`src/hdl/sparse_geom_pkg.sv`:
```
`default_nettype none

package sparse_geom_pkg;

	////////////////////////////////////////////////////////////////////////////
	// Chunk geometry
	////////////////////////////////////////////////////////////////////////////

	localparam int MEM_SIZE         = 64;
	localparam int BUS_SIZE         = 8;
	localparam int PREFIX_SUM_SIZE  = 8;
	localparam int COMPUTE_UNIT_NUM = 4;

	// Beats per chunk and windows per chunk
	localparam int WR_BEAT_NUM = MEM_SIZE / BUS_SIZE;
	localparam int WIN_NUM     = MEM_SIZE / PREFIX_SUM_SIZE;

	// Index into the nonzero byte store
	localparam int NZ_IDX_W = $clog2(MEM_SIZE);

	// Set bits in one beat, 0 to BUS_SIZE
	localparam int BEAT_CNT_W = $clog2(BUS_SIZE) + 1;

	// Sparsemap with one zero guard window on top
	localparam int SMAP_PAD_W = (WIN_NUM + 1) * PREFIX_SUM_SIZE;

	typedef logic [7:0]                         act_t;
	typedef logic [MEM_SIZE-1:0]                smap_t;
	typedef logic [PREFIX_SUM_SIZE-1:0]         win_t;
	typedef logic [$clog2(WR_BEAT_NUM)-1:0]     beat_idx_t;
	typedef logic [$clog2(WIN_NUM)-1:0]         win_idx_t;
	typedef logic [$clog2(MEM_SIZE):0]          nz_addr_t;
	typedef logic [$clog2(PREFIX_SUM_SIZE)-1:0] bit_idx_t;

endpackage

`default_nettype wire

```
`src/hdl/lane_pkg.sv`:
```
`default_nettype none

package lane_pkg;

	// Per-lane weight, unsigned
	typedef logic [7:0] weight_t;

	// 64 x 255 x 255 fits in 22 bits
	typedef logic [23:0] acc_t;

	typedef enum logic [1:0] {
		LANE_IDLE,
		LANE_SCAN,
		LANE_DONE
	} lane_state_t;

endpackage

`default_nettype wire

```
`src/hdl/lane_result_collector.sv`:
```
`default_nettype none
`timescale 1ns/100ps

module lane_result_collector (
	input  wire                                                                clk_i,
	input  wire                                                                rst_i,
	input  wire                                                                start_i,
	input  wire logic [sparse_geom_pkg::COMPUTE_UNIT_NUM-1:0]                  finish_i,
	input  wire lane_pkg::acc_t [sparse_geom_pkg::COMPUTE_UNIT_NUM-1:0]        acc_i,
	output logic                                                               busy_o,
	output logic                                                               done_o,
	output lane_pkg::acc_t [sparse_geom_pkg::COMPUTE_UNIT_NUM-1:0]             result_o
);
	import sparse_geom_pkg::*;

	logic [COMPUTE_UNIT_NUM-1:0] mask_r;
	logic [COMPUTE_UNIT_NUM-1:0] mask_w;
	logic                        all_w;

	// Lanes finish in any order
	assign mask_w = mask_r | finish_i;
	assign all_w  = &mask_w;

	always_ff @(posedge clk_i) begin
		if (rst_i) begin
			mask_r   <= '0;
			busy_o   <= 1'b0;
			done_o   <= 1'b0;
			result_o <= '0;
		end else begin
			done_o <= 1'b0;
			if (start_i) begin
				mask_r <= '0;
				busy_o <= 1'b1;
			end else if (done_o) begin
				// busy covers the done cycle, drop it after
				busy_o <= 1'b0;
			end else if (busy_o) begin
				mask_r <= mask_w;
				if (all_w) begin
					done_o   <= 1'b1;
					result_o <= acc_i;
				end
			end
		end
	end

	a_done_in_busy: assert property (
		@(posedge clk_i) disable iff (rst_i)
		done_o |-> busy_o
	) else $error("done pulsed outside a busy window");

endmodule

`default_nettype wire

```
`config.mk`:
```
export PLATFORM = sky130hd
export DESIGN_NAME = lane_result_collector
export DESIGN_NICKNAME = d
export VERILOG_FILES = /design/src/hdl/sparse_geom_pkg.sv /design/src/hdl/lane_pkg.sv /design/src/hdl/lane_result_collector.sv
export SDC_FILE = /design/constraint.sdc
export NUM_CORES = 1
export LEC_CHECK = 0
export BUFFER_PORTS_ARGS = -buffer_cell sky130_fd_sc_hd__buf_2
export CAP_MARGIN = 20
export CORE_MARGIN = 5
export CORE_UTILIZATION = 30
export CTS_CLUSTER_DIAMETER = 60
export CTS_CLUSTER_SIZE = 14
export DETAILED_ROUTE_END_ITERATION = 12
export GPL_ROUTABILITY_DRIVEN = 0
export PLACE_DENSITY = 0.64
export SETUP_SLACK_MARGIN = 0.15
export SLEW_MARGIN = 20
export SYNTH_ARGS = -nofsm -noshare
export SYNTH_HDL_FRONTEND = slang
export SYNTH_SLANG_ARGS = --single-unit
```
`constraint.sdc`:
```
create_clock -name clk_i -period 1.99 [get_ports clk_i]
set_input_delay 0.0995 -clock clk_i [delete_from_list [all_inputs] [get_ports clk_i]]
set_output_delay 0.0995 -clock clk_i [all_outputs]
set_load 0.03 [all_outputs]
```
==> impl_metrics.tcl <==
set metrics [dict create \
    run_status "finished clean" \
    dieArea_sq_um 17500 \
    grt_max_degree 199 \
    cpLargestDelayFamily "simple AND/OR/NAND/NOR gates" \
    detail_route.iter0.violations 109 \
    cts_root_buffer "clkbuf_16" \
    vias_per_cell 4.25 \
    grt_pass1_wl_mm 18.3 \
    clock_skew_ns 0.00716 \
    cp_cell_sequence "nor2b_4 -> o21ai_1 -> nor4_4 -> buf_6 -> buf_12 -> mux2i_1" \
    utilization_pct 42.6 \
    holdCritPathClass "primary input to flop" \
    ys.warnings.count 0 \
    fmax_ghz 0.590 \
    synth_seq_cells 102 \
    dp_hpwl_mm 7.60 \
    critical_path_class "flop to flop" \
    grt_setup_unrepaired "true" \
    first_pass_iters 4 \
    setup_tns_ns 0 \
    synthesis.nets 542 \
    drt_wl_total_mm 11.2 \
    drv_cap 0 \
    rr_endpoint "result_o[52]" \
    startpoint "busy_o" \
    track_usage_pct 12.4 \
    slew_violations 0 \
    yosys.area.top_type "dfxtp_1" \
    synth_cells 439 \
    synthesis.area_sq_um 4490 \
    post-route-period-util_pct 85.2 \
    netlist.area_leader.share_pct 45.5 \
    cts_sinks 102 \
    tightest_slew_ns 0.537 \
    maxSlewHeadroom_pct 64.2 \
    clk_latency_ns 0.35 \
    clkTransAtPathRegs_ns 0.07 \
    critPathMaxStageDelay_ns 0.36 \
    p_per_area_nw_per_um2 673 \
    ios 201 \
    fin_nets 757 \
    worstPathMaxFanout 21 \
    crit_required_ns 2.26 \
    ys.flop_type "dfxtp_1" \
    wl_per_cell_um 13.2 \
    irDropWorstVdd_mv 0.491 \
    diodes 0 \
    crit_end "result_o[52]" \
    portBuffers 200 \
    grt_pass1_vias 3797 \
    end_kind "flop" \
    yosysMostFrequentCell "nand2b_1" \
    placedCellCount 799 \
    die_w_um 132 \
    cp-start-kind "flop" \
    numCtsBuffers 9 \
    grt.overflow.total 0 \
    clock_path_buffers 2 \
    p_leak_uw 0.00266 \
    synthDistinctLibCells 14 \
    worstPathArrival_ns 1.97 \
    drcViolationCount 0 \
    die_h_um 132 \
    final_cells 843 \
    ys_top_cells_by_count "nand2b_1, dfxtp_1, mux2i_1" \
    hold_viol_final 0 \
    syn2layout_area_growth_pct 38.6 \
    async_flop_share_pct 0 \
    reg2reg_from "busy_o" \
    crit_slowest_cell "nor4_4" \
    rrSetupSlack_ns 0.29 \
    coreArea_sq_um 14600 \
    antenna_found_initial 0 \
    synth-edff-count 0 \
    initial_core_util_pct 30.8 \
    cp_num_cells 6 \
    seq_area_frac_synth_pct 45.5 \
    h-tree-depth 3 \
    r2r_cells 6 \
    worst-path-buf-inv 2 \
    avgSynthCellArea_sq_um 10.2 \
    cts_setup_buffers 0 \
    drive_gt1_share_pct 34.1 \
    setup_viol 0 \
    ant_nets 0 \
    num_rows 44 \
    synth_area_leaders "dfxtp_1, nand2b_1, mux2i_1" \
    min_period_ns 1.70 \
    vias 3584 \
    cts_tree "built" \
]
[flip-flops by register name, summed over array words and instances (netlist names)]
register,count
result_o,96
mask_r,4
busy_o,1
done_o,1
[per-stage QoR]
| step | power, uW | instance area [sq um] | setup WS (ns) | hold slack, ns |
|---|---|---|---|---|
| after floorplan | 2320 | 4490 | 0.235 | 0.179 |
| after global placement | 2450 | 5640 | 0.254 | 0.355 |
| after detailed placement | 2460 | 5640 | 0.193 | 0.363 |
| after CTS | 4270 | 6180 | 0.181 | 0.0000339 |
| after global routing | 4380 | 6220 | 0.150 | 0.00105 |
| final | 4190 | 6220 | 0.294 | 0.0122 |
[cell usage in the layout, fill, tap and decap left out, drive strengths merged]
| cell type | count |
|---|---|
| mux2i | 96 |
| dfxtp | 102 |
| buf | 209 |
| nor2b | 2 |
| nor2 | 3 |
| clkbuf | 13 |
| clkinv | 2 |
| o21ai | 1 |
| o22ai | 1 |
| nor4 | 1 |
| a21oi | 4 |
| nand2b | 192 |
| clkinvlp | 1 |
| nor3 | 4 |
| bufinv | 1 |
| dlygate4sd3 | 27 |
[kinds of logic (layout without fill, tap and decap cells)]
logic type	Yosys count	in the layout	synth area share [%]
DFF	102	102	45.5
buffers and inverters	33	253	4.35
AOI/OAI and AO/OA	6	6	0.697
muxes	96	96	21.4
and+or+nand+nor	202	202	28.0
[worst min path at each step]
stage | depth (start not counted) | start | end | slack [ns]
global route | 3 | acc_i[17] | result_o[17] | 0.001
finish | 3 | acc_i[82] | result_o[82] | 0.01
CTS | 3 | acc_i[71] | result_o[71] | 0.00003
floorplan | 1 | start_i | mask_r[0] | 0.18
detailed placement | 2 | start_i | mask_r[0] | 0.36
global placement | 2 | start_i | mask_r[1] | 0.36
[routing by layer]
metal  vias up  share of wire, %  track usage (%)
met5         -                 0                0
met1      1619                43             14.2
met2       122                47             20.7
li1       1836                 -                -
met3         7               8.9             6.07
met4         0              0.82             3.22
[cell type report]
type,count,area (sq um)
clock buffers,12,236
multi-input cells,304,2270
flip-flops and latches,102,2040
fillers,1400,8370
clock inverters,4,47.5
repair buffers,237,1400
well taps,184,230
[power breakdown]
part | internal (uW) | total, uW | switching, uW
logic | 221 | 388 | 167
registers | 2060 | 2070 | 8.98
clock network | 973 | 1730 | 760
total | 3250 | 4190 | 936
[repair_timing]
item,in CTS,in global routing
endpoints found under the hold margin,29,1
resized for setup,0,3
setup endpoints to repair,0,71
hold buffers,26,1
[worst min-delay path: stages]
cell and delay (ns):
buf_2 0.09, nand2b_1 0.05, mux2i_1 0.06
No activity file was read; power rests on OpenSTA's default activity.
