==> src/hdl/sparse_geom_pkg.sv <==
`default_nettype none

package sparse_geom_pkg;

	////////////////////////////////////////////////////////////////////////////
	// Chunk geometry
	////////////////////////////////////////////////////////////////////////////

	localparam int MEM_SIZE         = 64;
	localparam int BUS_SIZE         = 8;
	localparam int PREFIX_SUM_SIZE  = 8;
	localparam int COMPUTE_UNIT_NUM = 4;

	// Beats per chunk and windows per chunk
	localparam int WR_BEAT_NUM = MEM_SIZE / BUS_SIZE;
	localparam int WIN_NUM     = MEM_SIZE / PREFIX_SUM_SIZE;

	// Index into the nonzero byte store
	localparam int NZ_IDX_W = $clog2(MEM_SIZE);

	// Set bits in one beat, 0 to BUS_SIZE
	localparam int BEAT_CNT_W = $clog2(BUS_SIZE) + 1;

	// Sparsemap with one zero guard window on top
	localparam int SMAP_PAD_W = (WIN_NUM + 1) * PREFIX_SUM_SIZE;

	typedef logic [7:0]                         act_t;
	typedef logic [MEM_SIZE-1:0]                smap_t;
	typedef logic [PREFIX_SUM_SIZE-1:0]         win_t;
	typedef logic [$clog2(WR_BEAT_NUM)-1:0]     beat_idx_t;
	typedef logic [$clog2(WIN_NUM)-1:0]         win_idx_t;
	typedef logic [$clog2(MEM_SIZE):0]          nz_addr_t;
	typedef logic [$clog2(PREFIX_SUM_SIZE)-1:0] bit_idx_t;

endpackage

`default_nettype wire

==> src/hdl/lane_pkg.sv <==
`default_nettype none

package lane_pkg;

	// Per-lane weight, unsigned
	typedef logic [7:0] weight_t;

	// 64 x 255 x 255 fits in 22 bits
	typedef logic [23:0] acc_t;

	typedef enum logic [1:0] {
		LANE_IDLE,
		LANE_SCAN,
		LANE_DONE
	} lane_state_t;

endpackage

`default_nettype wire

==> src/hdl/chunk_rd_if.sv <==
`default_nettype none
`timescale 1ns/100ps

interface chunk_rd_if;
	import sparse_geom_pkg::*;

	// Lane side requests
	logic     start;
	win_idx_t win_idx;
	nz_addr_t nz_addr;

	// Buffer answers, same cycle
	win_t     win;
	act_t     nz_byte;

	modport buffer (
		input  start,
		input  win_idx,
		input  nz_addr,
		output win,
		output nz_byte
	);

	modport lane (
		output start,
		output win_idx,
		output nz_addr,
		input  win,
		input  nz_byte
	);

endinterface

`default_nettype wire

==> src/hdl/sparse_mac_lane.sv <==
`default_nettype none
`timescale 1ns/100ps

module sparse_mac_lane (
	input  wire                    clk_i,
	input  wire                    rst_i,
	input  wire                    start_i,
	input  wire lane_pkg::weight_t weight_i,
	chunk_rd_if.lane               rd,
	output lane_pkg::acc_t         acc_o,
	output logic                   finish_o
);
	import sparse_geom_pkg::*;
	import lane_pkg::*;

	lane_state_t state_r;
	win_idx_t    win_idx_r;
	nz_addr_t    nz_addr_r;
	bit_idx_t    pos_r;
	weight_t     weight_r;
	acc_t        acc_r;
	logic        finish_r;

	win_t        remain_w;
	bit_idx_t    pick_w;
	logic        found_w;
	logic        last_w;
	logic        next_win_w;
	acc_t        prod_w;

	////////////////////////////////////////////////////////////////////////////
	// Window scan
	////////////////////////////////////////////////////////////////////////////

	// Drop positions below pos_r
	assign remain_w = rd.win & ({PREFIX_SUM_SIZE{1'b1}} << pos_r);

	// Lowest set bit wins
	always_comb begin
		pick_w = '0;
		for (int i = PREFIX_SUM_SIZE - 1; i >= 0; i--) begin
			if (remain_w[i]) begin
				pick_w = bit_idx_t'(i);
			end
		end
	end

	assign found_w    = |remain_w;
	assign last_w     = (remain_w & ~(win_t'(1) << pick_w)) == '0;
	assign next_win_w = !found_w || last_w;
	assign prod_w     = acc_t'(rd.nz_byte) * acc_t'(weight_r);

	always_ff @(posedge clk_i) begin
		if (rst_i) begin
			state_r   <= LANE_IDLE;
			win_idx_r <= '0;
			nz_addr_r <= '0;
			pos_r     <= '0;
			finish_r  <= 1'b0;
		end else begin
			finish_r <= 1'b0;
			if (start_i) begin
				state_r   <= LANE_SCAN;
				win_idx_r <= '0;
				nz_addr_r <= '0;
				pos_r     <= '0;
			end else if (state_r == LANE_SCAN) begin
				if (found_w) begin
					nz_addr_r <= nz_addr_r + 1'b1;
					pos_r     <= pick_w + 1'b1;
				end
				if (next_win_w) begin
					pos_r     <= '0;
					win_idx_r <= win_idx_r + 1'b1;
					// Last window closes the scan
					if (win_idx_r == win_idx_t'(WIN_NUM - 1)) begin
						state_r  <= LANE_DONE;
						finish_r <= 1'b1;
					end
				end
			end
		end
	end

	// MAC datapath
	always_ff @(posedge clk_i) begin
		if (start_i) begin
			acc_r    <= '0;
			weight_r <= weight_i;
		end else if (state_r == LANE_SCAN && found_w) begin
			acc_r <= acc_r + prod_w;
		end
	end

	assign rd.start   = start_i;
	assign rd.win_idx = win_idx_r;
	assign rd.nz_addr = nz_addr_r;
	assign acc_o      = acc_r;
	assign finish_o   = finish_r;

	a_no_restart: assert property (
		@(posedge clk_i) disable iff (rst_i)
		start_i |-> state_r != LANE_SCAN
	) else $error("start reached a lane in the middle of a scan");

endmodule

`default_nettype wire

==> src/flat_wrapper.sv <==
// flat-port wrapper written by rule: the top's interface ports become plain ports
module sparse_mac_lane_flat import sparse_geom_pkg::*; import lane_pkg::*;
  (clk_i, rst_i, start_i, weight_i, acc_o, finish_o, rd_start, rd_win_idx, rd_nz_addr, rd_win, rd_nz_byte);
  chunk_rd_if rd_i ();
  input  wire clk_i;
  input  wire rst_i;
  input  wire start_i;
  input  wire lane_pkg::weight_t weight_i;
  output lane_pkg::acc_t acc_o;
  output logic finish_o;
  output wire logic [$bits(rd_i.start)-1:0] rd_start;
  output wire logic [$bits(rd_i.win_idx)-1:0] rd_win_idx;
  output wire logic [$bits(rd_i.nz_addr)-1:0] rd_nz_addr;
  input wire logic [$bits(rd_i.win)-1:0] rd_win;
  input wire logic [$bits(rd_i.nz_byte)-1:0] rd_nz_byte;
  assign rd_start = rd_i.start;
  assign rd_win_idx = rd_i.win_idx;
  assign rd_nz_addr = rd_i.nz_addr;
  assign rd_i.win = rd_win;
  assign rd_i.nz_byte = rd_nz_byte;
  sparse_mac_lane u_core (.clk_i(clk_i), .rst_i(rst_i), .start_i(start_i), .weight_i(weight_i), .rd(rd_i), .acc_o(acc_o), .finish_o(finish_o));
endmodule
==> config.mk <==
export PLATFORM = sky130hd
export DESIGN_NAME = sparse_mac_lane_flat
export DESIGN_NICKNAME = d
export VERILOG_FILES = /design/src/hdl/sparse_geom_pkg.sv /design/src/hdl/lane_pkg.sv /design/src/hdl/chunk_rd_if.sv /design/src/hdl/sparse_mac_lane.sv /design/src/flat_wrapper.sv
export SDC_FILE = /design/constraint.sdc
export NUM_CORES = 1
export LEC_CHECK = 0
export BUFFER_PORTS_ARGS = -buffer_cell sky130_fd_sc_hd__buf_2
export CAP_MARGIN = 20
export CELL_PAD_IN_SITES_DETAIL_PLACEMENT = 0
export CELL_PAD_IN_SITES_GLOBAL_PLACEMENT = 1
export CORE_MARGIN = 1.5
export CORE_UTILIZATION = 45
export CTS_CLUSTER_SIZE = 30
export DETAILED_ROUTE_END_ITERATION = 6
export HOLD_SLACK_MARGIN = 0.12
export PLACE_DENSITY = 0.79
export SYNTH_ARGS = -nofsm -noshare
export SYNTH_HDL_FRONTEND = slang
export SYNTH_SLANG_ARGS = --single-unit
==> constraint.sdc <==
create_clock -name clk_i -period 5.55 [get_ports clk_i]
set_input_delay 1.11 -clock clk_i [delete_from_list [all_inputs] [get_ports clk_i]]
set_output_delay 1.11 -clock clk_i [all_outputs]
set_load 0.005 [all_outputs]
==> results.py, run 1 <==
metrics = {
    "placed_design": {
        "dp_hpwl_mm": 9.28,
        "place_ws_ns": 0.0394,
        "place_area_sq_um": 5450,
        "place.port_buffers": 62,
        "place_inst": 786,
        "routabilityCongestion": 0.827,
    },
    "cells_and_area": {
        "final_util_pct": 51.4,
        "diodes": 0,
        "stdcell_count": 794,
        "final_net_count": 780,
        "drive_gt1_share_pct": 13.8,
        "seqCellArea_sq_um": 1040,
        "nFillCells": 1033,
        "area_growth_pct": 12.2,
        "multi_input_area_sq_um": 3420,
        "fin_area_sq_um": 5550,
    },
    "die": {
        "dieArea_sq_um": 11600,
        "num_io_pins": 63,
        "die_y_um": 108,
        "start_util_pct": 45.8,
        "die_w_um": 108,
        "num_rows": 38,
        "core-area_sq_um": 10800,
    },
    "timing": {
        "setup_slack_ns": 0.362,
        "finalSetupViolCount": 0,
        "fin_crit_sh_pct": 93.5,
        "max_freq_ghz": 0.193,
        "grt_setup_unrepaired": "false",
        "hold_violations": 0,
        "min_period_ns": 5.19,
        "worst_pin_slew_ns": 1.02,
        "clock_skew_ns": 0.00678,
        "slew-limit-headroom_pct": 32.1,
        "fin_tns_setup_ns": 0,
        "drv_slew": 0,
        "holdWs_ns": 0.469,
    },
    "status": {
        "outcome": "finished, final reports clean",
    },
    "synthesis": {
        "synth_warnings": 0,
        "synthArstFlopShare_pct": 0,
        "synth_seq_cells": 48,
        "synthFlopType": "dfxtp_1",
        "seq_area_frac_synth_pct": 21.1,
        "synth-xor-area-share_pct": 1.59,
        "syn_area_sq_um": 4940,
        "yosys.area_share.adder_pct": 32.9,
        "synthMuxAreaShare_pct": 0.962,
        "synth_edf_count": 8,
        "ys_types": 59,
        "synthCells": 588,
        "synth.top_cell.area_share_pct": 20.2,
        "synth_top_family_by_area": "adder cells",
        "syn_area_per_cell_sq_um": 8.41,
        "yosys.area_share.simple_pct": 19.9,
        "synth_compound_area_share_pct": 13.6,
        "synth_top_cell_by_area": "fa_1",
        "synth_area_leaders": "fa_1, dfxtp_1, ha_1",
        "syn_nets": 715,
    },
    "hold_path": {
        "hold_class": "reg -> reg",
    },
    "detailed_routing": {
        "drt-vias-per-instance": 5.20,
        "ant_nets": 0,
        "wire_per_inst_um": 14.3,
        "firstDrtPassIters": 4,
        "post-route-drc-count": 0,
        "wirelength_mm": 11.4,
        "drtIter0Drc": 187,
        "num_vias": 4132,
    },
    "global_route": {
        "grt_use_total_pct": 21.6,
        "antenna_found_initial": 0,
        "first_global_vias": 4138,
        "grt_util_met3_pct": 3.51,
        "gr-total-overflow": 0,
        "grtUsageMet1_pct": 29.5,
        "grtUsageMet2_pct": 35.4,
        "grt_max_degree": 42,
        "grt_pass1_wl_mm": 19.9,
        "grt-busiest-layer": "met2",
    },
    "clocking": {
        "root_buffer": "clkbuf_8",
        "path_clk_slew_ns": 0.09,
        "cts.sinks": 48,
        "post_cts_resized": 0,
        "hold_buffers": 0,
        "worstSkewPairLatency_ns": 0.31,
        "cts_max_path_buffers": 2,
        "postCtsSetupBuffers": 0,
        "numCtsBuffers": 5,
        "cts_max_level": 2,
        "cts_tree": "yes",
    },
    "critical_path": {
        "cp-end-kind": "flip-flop",
        "cp_max_fo": 8,
        "worst_ep_arrival_time_ns": 5.39,
        "crit_type": "in -> reg",
        "cp-start-kind": "input pin",
        "critical_path_required_ns": 5.76,
    },
    "power": {
        "report.power.total_mw": 2.31,
        "cellPowerDensity_nw_per_um2": 417,
        "leakagePower_nw": 2.77,
        "ir_drop_mv": 0.273,
    },
    "flow_run": {
        "cap_violations": 0,
    },
}
state kept, by name, indices dropped and copies added, names as in the netlist:
register           cells
u_core.acc_o          24
u_core.weight_r        8
u_core.rd.nz_addr      7
u_core.pos_r           3
u_core.rd.win_idx      3
u_core.state_r         2
u_core.finish_o        1
report_power, final:
| part | total (mW) | switching, mW | internal, mW |
|---|---|---|---|
| registers | 0.430 | 0.0387 | 0.391 |
| logic | 1.65 | 0.922 | 0.730 |
| clock network | 0.228 | 0.126 | 0.102 |
metal layers:
metal	wire length (um)	share of wire [%]
met5	0	0
met4	199	1.8
met3	556	4.9
met2	5250	46
met1	5340	47
cells in the mapped netlist (6+ instances only):
cell	instances
inv_1	109
nand2_1	67
fa_1	50
ha_1	50
and2_1	40
dfxtp_1	40
a21oi_1	32
nor2_1	29
o21ai_0	21
nand3_1	13
clkbuf_1	10
nand4_1	10
and3_1	8
edfxtp_1	8
a21o_1	7
nand2b_1	7
nor2b_1	6
xnor2_1	6
worst max-delay path: stages:
cell	delay, ns
buf_2	0.14
and2_1	0.18
fa_1	0.51
fa_1	0.52
fa_1	0.55
inv_1	0.06
fa_1	0.54
inv_1	0.04
ha_1	0.39
o21ai_0	0.10
o21ai_0	0.26
a221o_1	0.25
nand3_1	0.12
a211oi_1	0.29
mux2_4	0.32
layout by cell type (no fill, tap or decap), types with 4 or more instances in the layout:
master    instances
inv_1           109
nand2_1          67
buf_2            62
fa_1             50
ha_1             50
and2_1           40
dfxtp_1          40
a21oi_1          32
nor2_1           29
o21ai_0          21
nand3_1          13
buf_4            13
nand4_1          10
and3_1            8
edfxtp_1          8
a21o_1            7
nand2b_1          7
nor2b_1           6
xnor2_1           6
clkbuf_8          6
a31oi_1           5
nor3_1            5
a211oi_1          5
o21a_1            4
kinds of logic (layout without fill, tap and decap cells):
group,Yosys count,count (layout)
multiplexers,4,4
AND/OR/NAND/NOR,197,197
buffers and inverters,126,192
XOR/XNOR,9,9
adder cells (fa/ha/maj),100,100
AO/OA/AOI/OAI,104,104
flip-flops,48,48
area by class of cell:
class	instances	share of cell area (%)
Inverter	109	7.38
Multi-Input combinational cell	414	61.6
Clock buffer	7	1.56
Clock inverter	1	0.135
Sequential cell	48	18.8
Tap cell	140	3.16
Timing Repair Buffer	75	7.36
path summary, 6_finish.rpt:
path                      startpoint          endpoint  slack (ns)  depth (start not counted)
setup / recovery       rd_nz_byte[2]  u_core.acc_o[23]        0.36                         15
hold / removal       u_core.acc_o[9]   u_core.acc_o[9]        0.47                          2
setup reg to reg  u_core.weight_r[7]  u_core.acc_o[23]        0.74                         14
hold reg to reg      u_core.acc_o[9]   u_core.acc_o[9]        0.47                          2
Note: power is estimated with default switching activity, not from simulation.
==> inputs of run 2 (changes only) <==
- CORE_UTILIZATION: 45 -> 40
- PLACE_DENSITY: 0.79 -> 0.74
- clock period: 5.55 -> 4.49 ns (I/O delays scaled with it)
==> run 2 against run 1 <==
  * The flow now finishes with violations (setup timing)
  * Sequential power is 23% higher
  * Total power is 81% higher
  * Global-route usage is 0.94 points lower
  * Critical path type unchanged
  * Sequential cell count stayed put
  * Worst setup slack worse by 0.51 ns
  * Sequential share of layout area is 2.5 points lower
  * Utilization is 2.0 points higher
  * Routed wire length is 10% higher
  * Clock skew is 0.0047 ns higher
  * Via count is 4.6% higher
  * Non-clock buffer count is 44 higher
  * Die area is 12% higher
==> results.py, run 2 (synthesized netlist as in run 1, its figures left out) <==
metrics = {
    "critical_path": {
        "critical_path_required_ns": 4.69,
        "cp-end-kind": "flip-flop",
        "worst_ep_arrival_time_ns": 4.84,
        "regToRegSetupSlack_ns": -0.06,
        "startpoint": "rd_nz_byte[4]",
        "cp-start-kind": "input pin",
        "r2r_start": "u_core.weight_r[7]",
        "crit_type": "in -> reg",
        "r2r-end": "u_core.acc_o[23]",
        "cp_max_fo": 7,
        "reg2reg_depth": 14,
    },
    "placed_design": {
        "place.port_buffers": 62,
        "dp_hpwl_mm": 9.71,
        "routabilityCongestion": 0.911,
        "place_area_sq_um": 5800,
    },
    "status": {
        "outcome": "complete, but fails checks",
        "failed_checks": "setup timing",
    },
    "clocking": {
        "cts_tree": "yes",
        "numCtsBuffers": 5,
        "worstSkewPairLatency_ns": 0.31,
        "cts.sinks": 48,
        "cts_max_level": 2,
        "path_clk_slew_ns": 0.08,
        "hold_buffers": 0,
        "cts_max_path_buffers": 2,
        "root_buffer": "clkbuf_16",
    },
    "die": {
        "core-area_sq_um": 12000,
        "num_io_pins": 63,
        "start_util_pct": 41.2,
        "num_rows": 40,
        "dieArea_sq_um": 13000,
        "die_y_um": 114,
        "die_w_um": 114,
    },
    "timing": {
        "fin_tns_setup_ns": -0.430,
        "min_period_ns": 4.64,
        "slew-limit-headroom_pct": 42.8,
        "fin_crit_sh_pct": 103,
        "hold_violations": 0,
        "worst_pin_slew_ns": 0.858,
        "clock_skew_ns": 0.0115,
        "grt_setup_unrepaired": "true",
        "max_freq_ghz": 0.216,
        "setup_slack_ns": -0.150,
        "drv_slew": 0,
        "finalSetupViolCount": 6,
        "holdWs_ns": 0.469,
    },
    "global_route": {
        "grt_max_degree": 42,
        "gr-total-overflow": 0,
        "antenna_found_initial": 0,
        "grt_use_total_pct": 20.7,
        "first_global_vias": 4444,
        "grt_pass1_wl_mm": 21.4,
    },
    "cells_and_area": {
        "diodes": 0,
        "fin_area_sq_um": 6410,
        "final_net_count": 824,
        "largest_reg_flops": 24,
        "drive_gt1_share_pct": 30.2,
        "final_cell_mix": "inv_1, nand2_1, buf_4, buf_2, fa_1",
        "area_growth_pct": 29.6,
        "final_common_cell": "inv_1",
    },
    "detailed_routing": {
        "wl_met2_mm": 5.98,
        "wl_met3_um": 541,
        "wirelength_mm": 12.5,
        "ant_nets": 0,
        "highest_layer": "met4",
        "drt-vias-per-instance": 5.11,
        "post-route-drc-count": 0,
        "drtIter0Drc": 141,
        "wire_per_inst_um": 14.8,
        "wl_met1_mm": 5.79,
        "firstDrtPassIters": 4,
        "num_vias": 4321,
    },
    "hold_path": {
        "hold_class": "reg -> reg",
        "min_from": "u_core.acc_o[13]",
        "hold_end": "u_core.acc_o[13]",
        "holdPathStages": 2,
    },
    "power": {
        "ir_drop_mv": 0.354,
        "clkPwrFrac_pct": 11.0,
        "switchingPower_mw": 1.79,
        "leakagePower_nw": 3.08,
        "p_int_mw": 2.39,
        "report.power.total_mw": 4.18,
        "cellPowerDensity_nw_per_um2": 652,
        "combPwrFrac_pct": 76.3,
        "swShare_pct": 42.8,
        "power_frac_seq_pct": 12.7,
    },
    "flow_run": {
        "cap_violations": 0,
    },
}
run 2: cell count changes in the layout (fill, tap and decap cells not counted), moves of 10 or more:
cell	previous run	this run
ha_4	0	10
ha_1	50	39
inv_1	109	94
buf_4	13	54
inv_2	0	15
run 2: critical path, cell delays in order:
cell and delay (ns):
buf_12 0.12, and2_4 0.15, fa_1 0.56, fa_1 0.44, fa_1 0.51, inv_2 0.04
fa_1 0.49, inv_2 0.05, ha_4 0.27, and3_4 0.18, and3_4 0.18, a221o_1 0.21
nand3_2 0.14, a211oi_2 0.29, mux2_4 0.32
run 2: layout make-up:
class / instances / area (sq um)
Timing Repair Buffer: 119 / 830
Fill cell: 1124 / 5600
Inverter: 109 / 409
Clock buffer: 5 / 125
Clock inverter: 3 / 45.0
Sequential cell: 48 / 1040
Tap cell: 147 / 184
Multi-Input combinational cell: 414 / 3770
run 2: through the flow:
| step | setup slack [ns] | util, % | cells |
|---|---|---|---|
| after CTS | -0.109 | 51.0 | 836 |
| after detailed placement | -0.581 | 48.3 | 826 |
| after global routing | -0.229 | 53.3 | 845 |
| final | -0.150 | 53.3 | 845 |
| after global placement | -0.524 | 48.3 | 826 |
| after floorplan | -0.205 | - | 588 |
run 2: power groups by stage:
| stage | Combinational [mW] | Clock, mW | Sequential (mW) |
|---|---|---|---|
| 3_3_place_gp | 2.46 | 0 | 0.537 |
| 3_5_place_dp | 2.45 | 0 | 0.538 |
| 4_1_cts | 2.68 | 0.469 | 0.530 |
| 5_1_grt | 3.54 | 0.484 | 0.536 |
| 2_1_floorplan | 1.68 | 0 | 0.526 |
| 6_report | 3.19 | 0.459 | 0.529 |
run 2: how the worst max path moves through the flow:
| stage | endpoint | cells past startpoint |
|---|---|---|
| 5_1_grt | u_core.acc_o[23] | 15 |
| 6_report | u_core.acc_o[23] | 15 |
| 3_5_place_dp | u_core.acc_o[23] | 15 |
| 2_1_floorplan | u_core.acc_o[23] | 15 |
| 3_3_place_gp | u_core.acc_o[23] | 15 |
| 4_1_cts | u_core.acc_o[23] | 15 |
run 2: timing repair:
item | 4_1_cts | 5_1_grt
buffers inserted | 2 | 9
setup endpoints to repair | 15 | 16
gates resized for setup | 43 | 54
pin swaps | 27 | 32
run 2: metal layers:
| metal | GRT usage [%] | up-vias |
|---|---|---|
| li1 | - | 2134 |
| met1 | 27.8 | 2067 |
| met2 | 34.4 | 104 |
| met3 | 3.86 | 16 |
| met4 | 5.50 | 0 |
| met5 | 0 | - |
==> inputs of run 3 (changes only) <==
- ABC_AREA: not set -> 1
- CORE_UTILIZATION: 40 -> 45
- PLACE_DENSITY: 0.74 -> 0.81
- clock period: 4.49 -> 5.9 ns (I/O delays scaled with it)
==> run 3 against run 2 <==
  * The run now ends clean
  * Critical path depth rose by 4
  * Utilization is 2.7 points lower
  * Final cell count increased by 3.0%
  * First-iteration DRC count rose by 52%
  * Via count shrank 5.5%
  * Sequential power shrank 22%
  * Area after synthesis grew 1.6%
  * Clock skew fell by 0.0067 ns
  * Clock power decreased by 52%
  * Die area down 9.4%
  * Largest power group unchanged
==> results.py, run 3 <==
metrics = {
    "synthesis": {
        "synthFlopType": "dfxtp_1",
        "synth.top_cell.area_share_pct": 19.9,
        "synth_area_leaders": "fa_1, dfxtp_1, inv_1",
        "syn_area_per_cell_sq_um": 7.34,
        "synthArstFlopShare_pct": 0,
        "ys_types": 36,
        "seq_area_frac_synth_pct": 20.7,
        "synth_warnings": 0,
        "synth_top_cell_by_area": "fa_1",
        "yosys-top-cells-count": "inv_1, nand2_1, fa_1, ha_1, a21oi_1",
        "syn_nets": 811,
        "synth_seq_cells": 48,
        "synthCells": 684,
        "synth_edf_count": 8,
        "yosysMostFrequentCell": "inv_1",
        "syn_area_sq_um": 5020,
    },
    "timing": {
        "grt_setup_unrepaired": "false",
        "clock_skew_ns": 0.00482,
        "fin_tns_setup_ns": 0,
        "finalSetupViolCount": 0,
        "worst_pin_slew_ns": 0.658,
        "drv_slew": 0,
        "max_freq_ghz": 0.203,
        "slew-limit-headroom_pct": 56.1,
        "min_period_ns": 4.92,
        "hold_violations": 0,
        "fin_crit_sh_pct": 83.4,
    },
    "critical_path": {
        "cp_common_cell": "nand2_1",
        "reg2reg_depth": 18,
        "worstPathCellList": "buf_2 > nand2_1 > fa_1 > inv_1 > fa_1 > fa_1 > inv_1 > fa_1 > inv_1 > ha_1 > a21oi_1 > o21a_1 > nand2_1 > nand2_1 > nand2_1 > nand2_1 > inv_2 > o21ai_0 > a21oi_1",
        "cp_max_fo": 8,
        "cpMaxStageDelayCell": "fa_1",
        "regToRegSetupSlack_ns": 1.43,
        "cp-start-kind": "input pin",
        "r2r-end": "u_core.acc_o[18]",
        "crit_type": "in -> reg",
        "r2r_start": "u_core.weight_r[7]",
        "worst_ep_arrival_time_ns": 5.12,
        "startpoint": "rd_nz_byte[5]",
        "cp_slowest_stage_delay_ns": 0.57,
        "cp-end-kind": "flip-flop",
        "critical_path_required_ns": 6.10,
    },
    "clocking": {
        "worstSkewPairLatency_ns": 0.31,
        "postCtsSetupBuffers": 0,
        "cts.sinks": 48,
        "path_clk_slew_ns": 0.09,
        "cts_tree": "yes",
        "cts_max_level": 2,
        "hold_buffers": 0,
        "cts_max_path_buffers": 2,
        "post_cts_resized": 0,
        "numCtsBuffers": 5,
        "root_buffer": "clkbuf_8",
    },
    "hold_path": {
        "hold_end": "u_core.state_r[1]",
        "holdPathStages": 2,
        "min_from": "u_core.state_r[1]",
        "hold_class": "reg -> reg",
    },
    "placed_design": {
        "dp_hpwl_mm": 9.14,
        "routabilityCongestion": 0.862,
        "place.port_buffers": 62,
    },
    "die": {
        "start_util_pct": 46.3,
        "num_io_pins": 63,
        "die_w_um": 109,
        "dieArea_sq_um": 11800,
        "die_y_um": 109,
        "core-area_sq_um": 10800,
        "num_rows": 38,
    },
    "detailed_routing": {
        "wire_per_inst_um": 12.6,
        "drtIter0Drc": 215,
        "firstDrtPassIters": 4,
        "ant_nets": 0,
        "num_vias": 4084,
        "drt-vias-per-instance": 4.69,
        "wirelength_mm": 11.0,
        "post-route-drc-count": 0,
    },
    "global_route": {
        "grt-busiest-layer": "met2",
        "gr-total-overflow": 0,
        "grtUsageMet2_pct": 35.1,
        "grt_max_degree": 33,
        "grt_util_met3_pct": 2.09,
        "grtUsageMet1_pct": 28.5,
        "grt_pass1_wl_mm": 19.3,
        "antenna_found_initial": 0,
        "grt_use_total_pct": 20.7,
        "first_global_vias": 4058,
    },
    "cells_and_area": {
        "drive_gt1_share_pct": 12.3,
        "largest_reg_flops": 24,
        "final_util_pct": 50.6,
        "final_cell_mix": "inv_1, nand2_1, buf_2, fa_1, ha_1",
        "area_growth_pct": 9.24,
        "diodes": 0,
        "final_net_count": 856,
        "final_common_cell": "inv_1",
    },
    "power": {
        "leakagePower_nw": 3.07,
        "cellPowerDensity_nw_per_um2": 404,
        "ir_drop_mv": 0.189,
        "report.power.total_mw": 2.22,
    },
    "flow_run": {
        "cap_violations": 0,
    },
    "status": {
        "outcome": "finished, final reports clean",
    },
}
-- run 3: cell count changes after synthesis, sizes merged, moves of 15 or more --
| cell | delta |
|---|---|
| nor2 | +23 |
| inv | +66 |
| nand2 | +79 |
| and2 | -40 |
| nand3 | +15 |
| a21oi | +18 |
-- run 3: worst max-delay path by stage --
| stage | endpoint | cells after the start |
|---|---|---|
| floorplan | u_core.acc_o[18] | 19 |
| global placement | u_core.acc_o[23] | 19 |
| detailed placement | u_core.acc_o[18] | 19 |
| CTS | u_core.acc_o[23] | 20 |
| global route | u_core.acc_o[23] | 20 |
| finish | u_core.acc_o[18] | 19 |
-- run 3: cell families (layout without fill, tap and decap cells) --
family	Yosys count	in the layout	synth area share [%]
AND/OR/NAND/NOR	233	233	19.5
buffers and inverters	200	246	15.6
adder cells (fa/ha/maj)	100	100	32.4
AO/OA/AOI/OAI	92	92	9.96
flip-flops	48	48	20.7
XOR/XNOR	11	11	1.92
-- run 3: report_power, final --
group / switching (mW) / internal, mW
clock: 0.115 / 0.107
sequential: 0.0417 / 0.372
combinational: 0.952 / 0.630
-- run 3: metrics by stage --
step	worst slack (ns)	hold WS (ns)	std cells	area [sq um]
floorplan	0.946	0.435	684	5020
global placement	0.683	0.446	862	5390
detailed placement	0.623	0.446	862	5390
CTS	0.959	0.460	870	5490
global route	0.663	0.498	870	5490
finish	0.976	0.461	870	5490
-- run 3: layout make-up --
cell class              count  area (sq um)
well taps                 140           175
clock buffers               8           100
repair buffers             62           310
fillers                  1113          5350
flip-flops and latches     48          1040
multi-input cells         436          3200
inverters                 176           661
-- run 3: critical path, delay by kind of cell --
| kind | cells | cell delay, ns |
|---|---|---|
| AND/OR/NAND/NOR | 5 | 0.41 |
| buffers and inverters | 5 | 0.41 |
| AO/OA/AOI/OAI | 4 | 0.62 |
| adder cells (fa/ha/maj) | 5 | 2.49 |
-- run 3: layer usage --
layer,wire length (um),share of wire [%]
met5,0,0
met4,106,0.97
met3,305,2.8
met2,5210,47
met1,5350,49
